### src/design/apb_bridge_pkg.sv
// --------------------------------------------------
// APB bridge package
// Widths, address map, bus timer limit and the
// master state encoding shared by the subsystem
// --------------------------------------------------

package apb_bridge_pkg;

   // Byte address on both the Wishbone and the APB side
   typedef logic [31:0] addr_t;

   // One full data word, all transfers are 32 bits wide
   typedef logic [31:0] data_t;

   // Wait-state count held in each register slave
   typedef logic [7:0] wait_t;

   // Slave index field and register offset field of an address
   typedef logic [3:0] slave_idx_t;
   typedef logic [1:0] reg_idx_t;

   // Access-phase cycle counter of the master
   typedef logic [7:0] timer_t;

   // Number of register slaves behind the decoder
   localparam int NUM_SLAVES = 4;

   // Address map: bits 11:8 pick the slave, bits 3:2 pick the register
   localparam int SLAVE_IDX_LSB = 8;
   localparam int REG_IDX_LSB = 2;

   // Register offsets inside a slave
   localparam reg_idx_t REG_WAIT = 2'd0;
   localparam reg_idx_t REG_SCRATCH_FIRST = 2'd1;
   localparam reg_idx_t REG_SCRATCH_LAST = 2'd3;

   // Access cycles without pready before the master gives up
   localparam timer_t BUS_TIMEOUT = 8'd100;

   // Bridge master FSM states
   typedef enum logic [1:0] {
      ST_IDLE,
      ST_SETUP,
      ST_ACCESS,
      ST_DONE
   } master_state_t;

endpackage

### src/design/apb_bridge_top.sv
// --------------------------------------------------
// APB register subsystem top level
// Wishbone host port, bridge master, decoder, slave
// row and read-back multiplexer
// --------------------------------------------------

`timescale 1ns/1ns

module apb_bridge_top
(
   input  logic                  clk,
   input  logic                  reset_n,
   input  logic                  wb_cyc,
   input  logic                  wb_stb,
   input  logic                  wb_we,
   input  apb_bridge_pkg::addr_t wb_adr,
   input  apb_bridge_pkg::data_t wb_dat_w,
   output logic                  wb_ack,
   output logic                  wb_err,
   output apb_bridge_pkg::data_t wb_dat_r
);

   logic                                                    psel;
   logic                                                    penable;
   logic                                                    pwrite;
   apb_bridge_pkg::addr_t                                   paddr;
   apb_bridge_pkg::data_t                                   pwdata;
   apb_bridge_pkg::data_t                                   prdata;
   logic                                                    pready;
   logic                                                    pslverr;
   logic [apb_bridge_pkg::NUM_SLAVES-1:0]                   psel_vec;
   logic                                                    unmapped;
   apb_bridge_pkg::data_t [apb_bridge_pkg::NUM_SLAVES-1:0] slave_prdata;
   logic [apb_bridge_pkg::NUM_SLAVES-1:0]                   slave_pready;
   logic [apb_bridge_pkg::NUM_SLAVES-1:0]                   slave_pslverr;

   wb_apb_master master0 (
      .clk(clk), .reset_n(reset_n),
      .wb_cyc(wb_cyc), .wb_stb(wb_stb), .wb_we(wb_we),
      .wb_adr(wb_adr), .wb_dat_w(wb_dat_w),
      .wb_ack(wb_ack), .wb_err(wb_err), .wb_dat_r(wb_dat_r),
      .psel(psel), .penable(penable), .pwrite(pwrite),
      .paddr(paddr), .pwdata(pwdata),
      .prdata(prdata), .pready(pready), .pslverr(pslverr)
   );

   apb_decoder decoder0 (
      .psel(psel), .paddr(paddr),
      .psel_vec(psel_vec), .unmapped(unmapped)
   );

   // Every slave sees the shared APB request and its own select line
   for (genvar i = 0; i < apb_bridge_pkg::NUM_SLAVES; i++)
   begin : g_slave
      apb_reg_slave slave (
         .clk(clk), .reset_n(reset_n),
         .psel(psel_vec[i]), .penable(penable), .pwrite(pwrite),
         .paddr(paddr), .pwdata(pwdata),
         .prdata(slave_prdata[i]), .pready(slave_pready[i]),
         .pslverr(slave_pslverr[i])
      );
   end

   apb_read_mux read_mux0 (
      .psel_vec(psel_vec), .unmapped(unmapped),
      .slave_prdata(slave_prdata), .slave_pready(slave_pready),
      .slave_pslverr(slave_pslverr),
      .prdata(prdata), .pready(pready), .pslverr(pslverr)
   );

endmodule

### src/design/apb_decoder.sv
// --------------------------------------------------
// APB address decoder
// One select line per register slave, plus a flag
// for addresses outside the slave row
// --------------------------------------------------

`timescale 1ns/1ns

module apb_decoder
(
   input  logic                                    psel,
   input  apb_bridge_pkg::addr_t                   paddr,
   output logic [apb_bridge_pkg::NUM_SLAVES-1:0] psel_vec,
   output logic                                    unmapped
);

   apb_bridge_pkg::slave_idx_t slave_idx;

   assign slave_idx =
      paddr[apb_bridge_pkg::SLAVE_IDX_LSB +: $bits(apb_bridge_pkg::slave_idx_t)];

   always_comb
   begin
      for (int i = 0; i < apb_bridge_pkg::NUM_SLAVES; i++)
      begin
         psel_vec[i] = psel && (slave_idx == apb_bridge_pkg::slave_idx_t'(i));
      end
   end

   // Indices 4 to 15 have no slave behind them
   assign unmapped = psel &&
      (slave_idx >= apb_bridge_pkg::slave_idx_t'(apb_bridge_pkg::NUM_SLAVES));

   // A selected access goes to exactly one slave or to the unmapped responder
   always_comb
   begin
      assert ($onehot0({psel_vec, unmapped}))
         else $error("more than one APB target selected");
      assert (!psel || $onehot({psel_vec, unmapped}))
         else $error("APB access without a target");
   end

endmodule

### src/design/apb_read_mux.sv
// --------------------------------------------------
// APB read-back multiplexer
// Returns the response lanes of the selected slave
// and answers unmapped accesses with an error
// --------------------------------------------------

`timescale 1ns/1ns

module apb_read_mux
(
   input  logic [apb_bridge_pkg::NUM_SLAVES-1:0]                        psel_vec,
   input  logic                                                         unmapped,
   input  apb_bridge_pkg::data_t [apb_bridge_pkg::NUM_SLAVES-1:0]     slave_prdata,
   input  logic [apb_bridge_pkg::NUM_SLAVES-1:0]                        slave_pready,
   input  logic [apb_bridge_pkg::NUM_SLAVES-1:0]                        slave_pslverr,
   output apb_bridge_pkg::data_t                                        prdata,
   output logic                                                         pready,
   output logic                                                         pslverr
);

   always_comb
   begin
      prdata  = '0;
      pready  = 1'b0;
      pslverr = 1'b0;

      if (unmapped)
      begin
         // Nothing lives here, finish the access phase at once with an error
         pready  = 1'b1;
         pslverr = 1'b1;
      end
      else
      begin
         // The decoder selects at most one slave
         for (int i = 0; i < apb_bridge_pkg::NUM_SLAVES; i++)
         begin
            if (psel_vec[i])
            begin
               prdata  = slave_prdata[i];
               pready  = slave_pready[i];
               pslverr = slave_pslverr[i];
            end
         end
      end
   end

endmodule

### src/design/apb_reg_slave.sv
// --------------------------------------------------
// APB register slave
// Wait-state register at offset 0 and three scratch
// words, with a programmable response delay
// --------------------------------------------------

`timescale 1ns/1ns

module apb_reg_slave
(
   input  logic                  clk,
   input  logic                  reset_n,
   input  logic                  psel,
   input  logic                  penable,
   input  logic                  pwrite,
   input  apb_bridge_pkg::addr_t paddr,
   input  apb_bridge_pkg::data_t pwdata,
   output apb_bridge_pkg::data_t prdata,
   output logic                  pready,
   output logic                  pslverr
);

   apb_bridge_pkg::reg_idx_t offset;
   apb_bridge_pkg::wait_t    wait_reg;
   apb_bridge_pkg::wait_t    wait_cnt;
   apb_bridge_pkg::data_t    scratch [apb_bridge_pkg::REG_SCRATCH_FIRST:
                                      apb_bridge_pkg::REG_SCRATCH_LAST];
   logic                     access;
   logic                     wait_done;

   assign offset =
      paddr[apb_bridge_pkg::REG_IDX_LSB +: $bits(apb_bridge_pkg::reg_idx_t)];
   assign access = psel && penable;

   // The wait register itself always answers at once, so a large count
   // can still be written back to a small one
   assign wait_done = (offset == apb_bridge_pkg::REG_WAIT) || (wait_cnt == wait_reg);
   assign pready    = access && wait_done;

   // The two offset bits address all four registers, no offset is out of range
   assign pslverr = 1'b0;

   // Counts access cycles, restarted by every setup phase
   always_ff @(posedge clk)
   begin
      if (!reset_n)
      begin
         wait_cnt <= '0;
      end
      else if (psel && !penable)
      begin
         wait_cnt <= '0;
      end
      else if (access && !wait_done)
      begin
         wait_cnt <= wait_cnt + 8'd1;
      end
   end

   // Writes take effect on the access cycle that completes the transfer
   always_ff @(posedge clk)
   begin
      if (!reset_n)
      begin
         wait_reg <= '0;
         for (int i = apb_bridge_pkg::REG_SCRATCH_FIRST;
              i <= apb_bridge_pkg::REG_SCRATCH_LAST; i++)
         begin
            scratch[i] <= '0;
         end
      end
      else if (pready && pwrite)
      begin
         if (offset == apb_bridge_pkg::REG_WAIT)
         begin
            // Only the low byte of the count is kept
            wait_reg <= pwdata[$bits(apb_bridge_pkg::wait_t)-1:0];
         end
         else
         begin
            scratch[offset] <= pwdata;
         end
      end
   end

   always_comb
   begin
      if (offset == apb_bridge_pkg::REG_WAIT)
      begin
         prdata = apb_bridge_pkg::data_t'(wait_reg);
      end
      else
      begin
         prdata = scratch[offset];
      end
   end

   // A response only comes for a request that was already selected, at the
   // same address, in the cycle before
   assert property (@(posedge clk) disable iff (!reset_n)
      pready |-> $past(psel) && $stable(paddr))
      else $error("pready outside the APB access phase");

endmodule

### src/design/wb_apb_master.sv
// --------------------------------------------------
// Wishbone to APB bridge master
// Turns one Wishbone classic request into one APB
// transfer, guarded by a bus timer
// --------------------------------------------------

`timescale 1ns/1ns

module wb_apb_master
(
   input  logic                  clk,
   input  logic                  reset_n,

   input  logic                  wb_cyc,
   input  logic                  wb_stb,
   input  logic                  wb_we,
   input  apb_bridge_pkg::addr_t wb_adr,
   input  apb_bridge_pkg::data_t wb_dat_w,
   output logic                  wb_ack,
   output logic                  wb_err,
   output apb_bridge_pkg::data_t wb_dat_r,

   output logic                  psel,
   output logic                  penable,
   output logic                  pwrite,
   output apb_bridge_pkg::addr_t paddr,
   output apb_bridge_pkg::data_t pwdata,
   input  apb_bridge_pkg::data_t prdata,
   input  logic                  pready,
   input  logic                  pslverr
);

   apb_bridge_pkg::master_state_t state;
   apb_bridge_pkg::timer_t        bus_timer;

   // Control path: FSM, APB phase strobes, bus timer and the response
   always_ff @(posedge clk)
   begin
      if (!reset_n)
      begin
         state     <= apb_bridge_pkg::ST_IDLE;
         psel      <= 1'b0;
         penable   <= 1'b0;
         bus_timer <= '0;
         wb_ack    <= 1'b0;
         wb_err    <= 1'b0;
      end
      else
      begin
         // Responses last for a single cycle
         wb_ack <= 1'b0;
         wb_err <= 1'b0;

         case (state)
            apb_bridge_pkg::ST_IDLE:
            begin
               if (wb_cyc && wb_stb)
               begin
                  psel      <= 1'b1;
                  penable   <= 1'b0;
                  bus_timer <= '0;
                  state     <= apb_bridge_pkg::ST_SETUP;
               end
            end

            apb_bridge_pkg::ST_SETUP:
            begin
               penable <= 1'b1;
               state   <= apb_bridge_pkg::ST_ACCESS;
            end

            apb_bridge_pkg::ST_ACCESS:
            begin
               if (pready)
               begin
                  psel    <= 1'b0;
                  penable <= 1'b0;
                  wb_ack  <= !pslverr;
                  wb_err  <= pslverr;
                  state   <= apb_bridge_pkg::ST_DONE;
               end
               else if (bus_timer == apb_bridge_pkg::BUS_TIMEOUT - 8'd1)
               begin
                  // No pready within the timer window, abandon the transfer
                  psel    <= 1'b0;
                  penable <= 1'b0;
                  wb_err  <= 1'b1;
                  state   <= apb_bridge_pkg::ST_DONE;
               end
               else
               begin
                  bus_timer <= bus_timer + 8'd1;
               end
            end

            // One idle cycle while the host sees the response and drops stb
            apb_bridge_pkg::ST_DONE:
            begin
               state <= apb_bridge_pkg::ST_IDLE;
            end

            default:
            begin
               state <= apb_bridge_pkg::ST_IDLE;
            end
         endcase
      end
   end

   // Request payload is captured when a new request is accepted
   always_ff @(posedge clk)
   begin
      if (state == apb_bridge_pkg::ST_IDLE && wb_cyc && wb_stb)
      begin
         pwrite <= wb_we;
         paddr  <= wb_adr;
         pwdata <= wb_dat_w;
      end
   end

   // Read data is held from the ending access cycle until the next transfer ends
   always_ff @(posedge clk)
   begin
      if (state == apb_bridge_pkg::ST_ACCESS && pready)
      begin
         wb_dat_r <= prdata;
      end
   end

   // The access phase always follows a setup phase of the same transfer
   assert property (@(posedge clk) disable iff (!reset_n)
      penable |-> psel && $past(psel))
      else $error("penable without a preceding setup phase");

   // Exactly one response, held for a single cycle
   assert property (@(posedge clk) disable iff (!reset_n)
      (wb_ack || wb_err) |-> !(wb_ack && wb_err) ##1 !(wb_ack || wb_err))
      else $error("bad Wishbone response");

endmodule

### config.mk
export PLATFORM = sky130hd
export DESIGN_NAME = apb_bridge_top
export DESIGN_NICKNAME = d
export VERILOG_FILES = /design/src/design/apb_bridge_pkg.sv /design/src/design/apb_bridge_top.sv /design/src/design/apb_decoder.sv /design/src/design/apb_read_mux.sv /design/src/design/apb_reg_slave.sv /design/src/design/wb_apb_master.sv
export SDC_FILE = /design/constraint.sdc
export NUM_CORES = 1
export LEC_CHECK = 0
export ABC_AREA = 1
export BUFFER_PORTS_ARGS = -buffer_cell sky130_fd_sc_hd__clkbuf_2
export CORE_ASPECT_RATIO = 0.8
export CORE_MARGIN = 4
export CORE_UTILIZATION = 40
export CTS_CLUSTER_DIAMETER = 100
export DETAILED_ROUTE_END_ITERATION = 10
export PLACE_DENSITY = 0.52
export SYNTH_ARGS = -nofsm -noshare
export SYNTH_HDL_FRONTEND = slang
export SYNTH_SLANG_ARGS = --single-unit
### constraint.sdc
create_clock -name clk -period 4.84 [get_ports clk]
set_input_delay 0.242 -clock clk [delete_from_list [all_inputs] [get_ports clk]]
set_output_delay 0.242 -clock clk [all_outputs]
set_load 0.005 [all_outputs]
==> metrics.yaml, run 1 <==
yosys-top-cells-area: "edfxtp_1 (62%), nor2_1 (8.7%), dfxtp_1 (5.7%), o21ai_0 (5.3%), nand2_1 (3.3%)"
slowest_stage: "nand2_2"
slowest_delay_ns: 0.47
yosys_warnings: 0
cts_hold_buf: 39
fin_nets: 2893
finClkSkew_ns: 0.0183
globalplace.congestion: 0.797
synth_area_mm2: 0.0283
vdd_drop_max_mv: 0.280
grt_pass1_vias: 19700
outcome: "completed"
critPathKind: "flip-flop to flip-flop"
fill_cells: 6510
antennaDiodeCount: 0
clock_path_buffers: 3
dpl.hpwl_um: 46600
required_ns: 5.13
grt_usage_pct: 21.9
slew_headroom_pct: 16.9
layout_common_cells: "nor2_1 (656), edfxtp_1 (583), o21ai_0 (298)"
critPathMaxFanout: 33
clk_pin_slew_ns: 0.06
root_buffer: "clkbuf_16"
gr-usage-met1_pct: 31.1
core_mm2: 0.0695
regArea_mm2: 0.0191
cts_buffers: 70
dr.pass1.iters: 5
synthArstFlopShare_pct: 0
startpoint_type: "flip-flop"
regMostFlops: "g_slave.slave.scratch"
dieWidth_um: 305
met3_usage_pct: 3.68
synth_cell_types: 48
largest_register_ff_count: 512
vias: 20400
drtIter0Drc: 1968
busiest_layer: "met2"
crit_chain: "nor2_2 -> nand2_1 -> nor2_1 -> nand2_1 -> nor2_1 -> nand2_1 -> nor2_1 -> nand4_1 -> buf_4 -> nand2_2 -> buf_4"
worstSetupEndpointType: "flip-flop"
syn-mean-instance-area_um2: 10.7
yosysTopAreaCell: "edfxtp_1"
final_core_util_pct: 47.1
rows: 86
drc: 0
ys_ff_latch: 663
overflow: 0
cts_tree: "done"
post_cts_buffers: 0
max_clock_freq_ghz: 0.294
ios: 103
syn_inst: 2644
drv_slew: 0
die_area_mm2: 0.0751
synth_top_area_share_pct: 61.9
fin_setup_tns_ns: 0
synth_edf_count: 583
areaGrowthSynthToFinish_pct: 15.7
p_leak_nw: 12.2
finalSetupViolations: 0
dieHeight_um: 246
multiInputGateArea_mm2: 0.00843
htree_levels: 3
port_buffers: 76
drv_cap: 0
start_util_pct: 40.7
grt_max_degree: 169
ant_nets: 0
hold_path_class: "primary input to flip-flop"
finalHoldViolCount: 0
grt_first_pass_wirelength_um: 124000
clock_sinks: 663
p_per_area_mw_per_mm2: 440
drive_gt1_share_pct: 9.65
mostFrequentLayoutCell: "nor2_1"
arrival_ns: 3.69
vias_per_cell: 5.37
post_cts_resized: 0
clock_latency_ns: 0.61
rsz0062_at_grt: "no"
grt_antenna_before_repair: 1
tightest_slew_ns: 1.24
routed_wl_um: 83400
grt.met2_usage_pct: 35.2
fin_crit_sh_pct: 70.3
avgRoutedWirePerCell_um: 22.0
ys_seq_area_share_pct: 67.5
synthFlopType: "edfxtp_1"
fin_crit_ns: 3.40
==> per-layer routing <==
metal / share of wire, % / vias to the layer above / wire (um)
met3: 7.4 / 133 / 6170
li1: - / 9449 / -
met4: 2.2 / 0 / 1860
met2: 46 / 751 / 38500
met5: 0 / - / 0
met1: 44 / 10100 / 36900
==> critical path, delay by kind of cell, from the launching register on <==
kind                   cells  cell delay [ns]
buffers and inverters      2             0.69
AND/OR/NAND/NOR            9             2.00
flip-flops                 1             0.37
==> kinds of logic (layout without fill, tap and decap cells) <==
kind of cell	count (synthesis)	after routing	share of synthesized area (%)
flip-flops	663	663	67.5
XOR/XNOR	23	23	0.712
AND/OR/NAND/NOR	1018	1018	14.7
AO/OA/AOI/OAI	600	600	12.1
buffers and inverters	330	430	4.56
other	1	128	0.0133
adder cells (fa/ha/maj)	9	9	0.398
==> area by class of cell <==
type	count	share of cell area (%)
inverters	139	1.62
multi-input cells	1778	25.8
well taps	924	3.53
repair buffers	163	3.81
clock buffers	91	5.79
flip-flops and latches	663	58.4
clock inverters	37	1.12
==> cells in the mapped netlist, types with 18 or more instances <==
master	instances
o221ai_1	33
nand2_1	250
o22ai_1	32
a31oi_1	18
xnor2_1	18
o211ai_1	23
edfxtp_1	583
clkbuf_1	152
dfxtp_1	80
nor2_1	657
o21ai_0	299
buf_2	30
nand4_1	25
a21oi_1	149
inv_1	132
nand3_1	39
==> report_power, final <==
group / switching (mW) / internal [mW] / leakage (nW)
Clock: 2.25 / 3.15 / 1.10
Sequential: 0.200 / 6.57 / 6.50
Combinational: 1.66 / 0.586 / 4.59
==> path summary, 6_finish.rpt <==
path / from / end / slack [ns] / cells after the start
setup / recovery: master0.paddr[11] / g_slave[0].slave.scratch[2][8] / 1.44 / 11
hold / removal: wb_cyc / master0.state[1] / 0.27 / 5
setup reg to reg: master0.paddr[11] / g_slave[0].slave.scratch[2][8] / 1.44 / 11
hold reg to reg: g_slave[1].slave.wait_cnt[7] / g_slave[1].slave.wait_cnt[7] / 0.48 / 2
==> through the flow <==
step | setup WS, ns | power (mW) | area (um^2) | instances | hold slack [ns]
after global placement | 1.46 | 9.05 | 30100 | 3627 | 0.420
after global routing | 1.05 | 15.0 | 32700 | 3795 | 0.307
after floorplan | 0.840 | 8.29 | 28800 | 2771 | 0.341
final | 1.44 | 14.4 | 32700 | 3795 | 0.270
after CTS | 1.38 | 14.5 | 32700 | 3794 | 0.303
after detailed placement | 1.41 | 9.09 | 30100 | 3627 | 0.421
No activity file was read; power rests on OpenSTA's default activity.
==> inputs of run 2 (changes only) <==
--- a/config.mk
+++ b/config.mk
@@ -12,7 +12,7 @@
 export CORE_UTILIZATION = 40
 export CTS_CLUSTER_DIAMETER = 100
 export DETAILED_ROUTE_END_ITERATION = 10
-export PLACE_DENSITY = 0.52
+export PLACE_DENSITY = 0.54
 export SYNTH_ARGS = -nofsm -noshare
 export SYNTH_HDL_FRONTEND = slang
 export SYNTH_SLANG_ARGS = --single-unit
==> constraint.sdc (replaced) <==
create_clock -name clk -period 2.9 [get_ports clk]
set_input_delay 0.145 -clock clk [delete_from_list [all_inputs] [get_ports clk]]
set_output_delay 0.145 -clock clk [all_outputs]
set_load 0.005 [all_outputs]
==> run 2 against run 1 <==
- total power increased by 67%
- register-to-register slack lost 1.1 ns
- sequential power increased by 67%
- first-iteration DRC count is 5.4% higher
- critical endpoint is now g_slave[2].slave.scratch[1][5]
- hold slack worse by 0.040 ns
- clock power grew 67%
- global-route usage shrank 0.36 points
==> metrics.yaml, run 2 (synthesized netlist as in run 1, its figures left out) <==
outcome: "completed"
routed_wl_um: 81500  # -2.2%
slowest_delay_ns: 0.44  # -0.03 ns
ios: 103  # unchanged
p_int_mw: 17.3  # +68%
p_per_area_mw_per_mm2: 729  # +66%
power.switching_mw: 6.84  # +66%
cts_hold_buf: 39  # unchanged
largest_register_ff_count: 512  # unchanged
fin_setup_tns_ns: 0  # unchanged
cts_buffers: 70  # unchanged
cts_tree: "done"
startpoint_type: "flip-flop"
hold_path_class: "primary input to flip-flop"
pwr-share-seq_pct: 46.7  # -0.3 points
arrival_ns: 2.83  # -0.86 ns
critPathKind: "flip-flop to flip-flop"
regMostFlops: "g_slave.slave.scratch"
power_frac_clock_pct: 37.3  # -0.2 points
critPathMostFrequentCell: "nand2_2"
rsz0062_at_grt: "no"
start_util_pct: 40.7  # unchanged
p_sw_share_pct: 28.3  # -0.16 points
crit_chain: "nor2_2 -> inv_2 -> nor2_4 -> nand2_2 -> nor2_4 -> nand2_2 -> a21oi_2 -> inv_2 -> nor2_8 -> nand4_4 -> nand2_2 -> buf_4"
grt_first_pass_wirelength_um: 123000  # -0.93%
vias: 20500  # +0.79%
layout_common_cells: "nor2_1 (656), edfxtp_1 (583), o21ai_0 (298)"
cp_top_family: "simple AND/OR/NAND/NOR gates"
die_area_mm2: 0.0751  # unchanged
fin_crit_sh_pct: 88.9  # +19 points
dieHeight_um: 246  # unchanged
vias_per_cell: 5.36  # -0.18%
ant_nets: 0  # unchanged
path_buf_inv: 3  # +1
finClkSkew_ns: 0.0247  # +0.00636 ns
critPathMaxFanout: 18  # -45%
finalHoldViolCount: 0  # unchanged
dr.pass1.iters: 6  # +1
core_mm2: 0.0695  # unchanged
rows: 86  # unchanged
max_clock_freq_ghz: 0.388  # +32%
tightest_slew_ns: 0.920  # -0.323 ns
finalInstanceArea_mm2: 0.0331  # +1.0%
drtIter0Drc: 2075  # +5.4%
required_ns: 3.16  # -1.97 ns
grt_usage_pct: 21.6  # -0.36 points
finalSetupViolations: 0  # unchanged
drv_cap: 0  # unchanged
slew_headroom_pct: 38.7  # +22 points
worstSetupEndpointType: "flip-flop"
p_comb_share_pct: 15.9  # +0.3 points
fin_crit_ns: 2.58  # -0.823 ns
vdd_drop_max_mv: 0.467  # +67%
root_buffer: "clkbuf_16"
grt_pass1_vias: 20000  # +1.5%
port_buffers: 76  # unchanged
grt_max_degree: 120  # -29%
drive_gt1_share_pct: 10.9  # +1.2 points
clock_latency_ns: 0.62  # about the same
avgRoutedWirePerCell_um: 21.3  # -3.2%
grt_antenna_before_repair: 1  # unchanged
overflow: 0  # unchanged
drv_slew: 0  # unchanged
dieWidth_um: 305  # unchanged
clk_pin_slew_ns: 0.07  # about the same
antennaDiodeCount: 0  # unchanged
slowest_stage: "buf_4"
drc: 0  # unchanged
post_cts_buffers: 0  # unchanged
htree_levels: 3  # unchanged
dpl.hpwl_um: 48300  # +3.8%
areaGrowthSynthToFinish_pct: 16.9
clock_sinks: 663  # unchanged
globalplace.congestion: 0.849  # +6.4%
clock_path_buffers: 3  # unchanged
p_leak_nw: 12.4  # +1.7%
post_cts_resized: 0  # unchanged
placed_cell_area_mm2: 0.0304  # +1.1%
fin_nets: 2929  # +1.2%
mostFrequentLayoutCell: "nor2_1"
[run 2: cell count changes in the layout (fill, tap and decap cells not counted), sizes merged]
cell and change:
bufinv -1, buf +36, clkinv -1, clkinvlp -1, clkbuf +4
[run 2: cell type report]
class | count | area (um^2)
well taps | 924 | 1160
clock buffers | 95 | 1940
clock inverters | 34 | 328
inverters | 139 | 531
multi-input cells | 1778 | 8430
fillers | 6396 | 36400
repair buffers | 199 | 1580
flip-flops and latches | 663 | 19100
[run 2: worst paths after layout]
check	start	endpoint	slack, ns	cells past startpoint
min	wb_dat_w[20]	master0.pwdata[20]	0.23	2
min reg2reg	g_slave[1].slave.wait_cnt[7]	g_slave[1].slave.wait_cnt[7]	0.47	2
max reg2reg	master0.paddr[11]	g_slave[2].slave.scratch[1][5]	0.32	12
max	master0.paddr[11]	g_slave[2].slave.scratch[1][5]	0.32	12
[run 2: through the flow]
step | instances | worst slack (ns) | hold slack [ns] | util (%) | power, mW
2_1_floorplan | 2771 | 0.121 | 0.244 | - | 13.8
3_3_place_gp | 3664 | 0.354 | 0.322 | 43.8 | 15.2
3_5_place_dp | 3664 | 0.303 | 0.324 | 43.8 | 15.3
4_1_cts | 3832 | 0.289 | 0.194 | 47.6 | 24.3
5_1_grt | 3832 | 0.165 | 0.232 | 47.6 | 25.2
6_report | 3832 | 0.322 | 0.230 | 47.6 | 24.1
[run 2: routing by layer]
metal  GRT usage (%)  up-vias  wire [um]
met3            3.82      112       6010
met5               0        -          0
li1                -     9534          -
met1            30.8    10200      36400
met2            34.4      693      37400
met4            5.18        0       1640
[run 2: power groups by stage]
stage / clock network, mW / registers (mW) / logic [mW]
final: 9.00 / 11.3 / 3.84
after global routing: 9.60 / 11.3 / 4.26
after CTS: 9.19 / 11.3 / 3.84
after detailed placement: 0 / 11.5 / 3.79
after global placement: 0 / 11.5 / 3.71
after floorplan: 0 / 11.3 / 2.50
[run 2: worst register-to-register path: stages, from the launching register on]
cell and delay (ns):
edfxtp_1 0.37, nor2_2 0.23, inv_2 0.09, nor2_4 0.13, nand2_2 0.09, nor2_4 0.10, nand2_2 0.08, a21oi_2 0.17
inv_2 0.08, nor2_8 0.19, nand4_4 0.12, nand2_2 0.11, buf_4 0.44
==> inputs of run 3 (changes only) <==
--- a/config.mk
+++ b/config.mk
@@ -15,4 +15,5 @@
 export PLACE_DENSITY = 0.54
 export SYNTH_ARGS = -nofsm -noshare
 export SYNTH_HDL_FRONTEND = slang
+export SYNTH_HIERARCHICAL = 1
 export SYNTH_SLANG_ARGS = --single-unit
==> run 3 against run 2 <==
- non-clock buffer count rose by 24
- sequential power fell by 20%
- setup slack got worse by 0.11 ns
- area after synthesis fell by 9.8%
- sequential cell count fell by 130
- clock skew fell by 0.00053 ns
- global-route usage rose by 2.3 points
- die area fell by 9.5%
==> metrics.yaml, run 3 <==
outcome: "completed"
vias: 20400  # -0.60%
regMostFlops: "g_slave.slave/scratch"
startpoint: "master0/paddr[11]"
drtIter0Drc: 2279  # +9.8%
grt_first_pass_wirelength_um: 123000  # -0.22%
ant_nets: 0  # unchanged
post_cts_buffers: 0  # unchanged
areaGrowthSynthToFinish_pct: 15.4
largest_register_ff_count: 384  # -25%
clk_pin_slew_ns: 0.06  # about the same
critPathMaxFanout: 25  # +7
clock_latency_ns: 0.62  # about the same
tightest_slew_ns: 0.830  # -0.0891 ns
whs_ns: 0.0487  # -0.182 ns
layout_common_cells: "nand2_1 (466), edfxtp_1 (455), nor3_1 (354)"
placed_cell_area_mm2: 0.0272  # -11%
r2r-end: "g_slave[0].slave/scratch[2][15]"
ios: 103  # unchanged
p_leak_nw: 11.2  # -9.4%
cts_tree: "done"
dr.pass1.iters: 6  # unchanged
fin_ws_ns: 0.215  # -0.107 ns
grt_antenna_before_repair: 8  # +7
finalInstanceArea_mm2: 0.0295  # -11%
drv_cap: 0  # unchanged
root_buffer: "clkbuf_16"
mostFrequentLayoutCell: "nand2_1"
hold_path_class: "primary input to flip-flop"
drc: 0  # unchanged
port_buffers: 76  # unchanged
die_area_mm2: 0.0680  # -9.5%
fin_nets: 2831  # -3.3%
arrival_ns: 2.99  # +0.16 ns
critPathKind: "flip-flop to flip-flop"
finalHoldViolCount: 0  # unchanged
routed_wl_um: 83300  # +2.2%
finClkSkew_ns: 0.0242  # -0.000527 ns
antennaDiodeCount: 0  # unchanged
startpoint_type: "flip-flop"
grt_pass1_vias: 19100  # -4.9%
finalSetupViolations: 0  # unchanged
vdd_drop_max_mv: 0.438  # -6.1%
core_mm2: 0.0629  # -9.5%
clock_path_buffers: 3  # unchanged
final_core_util_pct: 46.9  # -0.71 points
reg2reg_setup_slack_ns: 0.21  # -0.11 ns
grt_usage_pct: 23.9  # +2.3 points
start_util_pct: 40.6  # -0.11 points
synth_area_mm2: 0.0255  # -9.8%
dpl.hpwl_um: 54400  # +13%
avgRoutedWirePerCell_um: 22.9  # +7.6%
overflow: 0  # unchanged
worstSetupEndpointType: "flip-flop"
rows: 82  # -4.7%
r2r_start: "master0/paddr[11]"
r2r_cells: 8  # -4
synth.net_count: 2737
globalplace.congestion: 0.855  # +0.72%
drv_slew: 0  # unchanged
endpoint: "g_slave[0].slave/scratch[2][15]"
clock_sinks: 533  # -20%
p_per_area_mw_per_mm2: 644  # -12%
fin_crit_sh_pct: 92.6  # +3.7 points
cts_buffers: 55  # -21%
required_ns: 3.21  # +0.05 ns
dieWidth_um: 290  # -4.9%
grt_max_degree: 64  # -47%
fill_cells: 5899  # -7.8%
yosys_warnings: 6  # +6
syn_inst: 2658  # +0.53%
fin_setup_tns_ns: 0  # unchanged
htree_levels: 2  # -1
syn-mean-instance-area_um2: 9.61  # -10%
pre_cts_ws_ns: 0.267  # -0.0365 ns
dieHeight_um: 234  # -4.8%
vias_per_cell: 5.61  # +4.7%
rsz0062_at_grt: "no"
max_clock_freq_ghz: 0.372  # -4.0%
drive_gt1_share_pct: 13.2  # +2.3 points
slew_headroom_pct: 44.6  # +5.9 points
fin_crit_ns: 2.69  # +0.107 ns
run 3: worst max-delay path: stages, from the launching register on:
cell      delay, ns
edfxtp_1       0.38
nor2_2         0.17
nand2_1        0.14
nor2_2         0.22
nand2_1        0.17
clkinv_1       0.26
nand4_4        0.31
o21ai_4        0.43
buf_12         0.25
run 3: layout make-up:
| type | count | area, um^2 | area share, % |
|---|---|---|---|
| Tap cell | 840 | 1050 | 3.57 |
| Clock buffer | 69 | 1480 | 5.02 |
| Multi-Input combinational cell | 1633 | 8410 | 28.5 |
| Sequential cell | 533 | 15200 | 51.6 |
| Timing Repair Buffer | 223 | 1740 | 5.89 |
| Inverter | 306 | 1150 | 3.91 |
| Clock inverter | 35 | 422 | 1.43 |
run 3: worst min-delay path by stage:
stage | slack [ns] | endpoint | startpoint | cells past startpoint
2_1_floorplan | 0.24 | master0/paddr[10] | wb_adr[10] | 0
3_3_place_gp | 0.32 | master0/pwdata[11] | wb_dat_w[11] | 1
3_5_place_dp | 0.32 | master0/pwdata[22] | wb_dat_w[22] | 1
4_1_cts | 0.02 | g_slave[2].slave/wait_reg[4] | reset_n | 3
5_1_grt | 0.05 | g_slave[2].slave/wait_reg[7] | reset_n | 3
6_report | 0.05 | g_slave[2].slave/wait_reg[4] | reset_n | 3
run 3: repair_timing:
item | 4_1_cts | 5_1_grt
hold buffers | 41 | 0
endpoints found under the hold margin | 41 | 0
resized for setup | 0 | 0
run 3: where the power goes:
group / internal (mW) / switching [mW]
Clock: 4.42 / 3.10
Combinational: 0.632 / 1.83
Sequential: 8.62 / 0.371
Total: 13.7 / 5.30
run 3: layer usage:
metal	global-route usage, %	vias to the layer above	wire, um
met4	7.61	0	2520
li1	-	9418	-
met5	0	-	0
met3	5.18	130	8390
met1	35.4	9970	37100
met2	35.0	903	35300
run 3: stage by stage:
stage	power [mW]	instances
floorplan	10.3	2658
global placement	11.5	3494
detailed placement	11.5	3494
CTS	19.1	3639
global route	19.6	3639
finish	19.0	3639
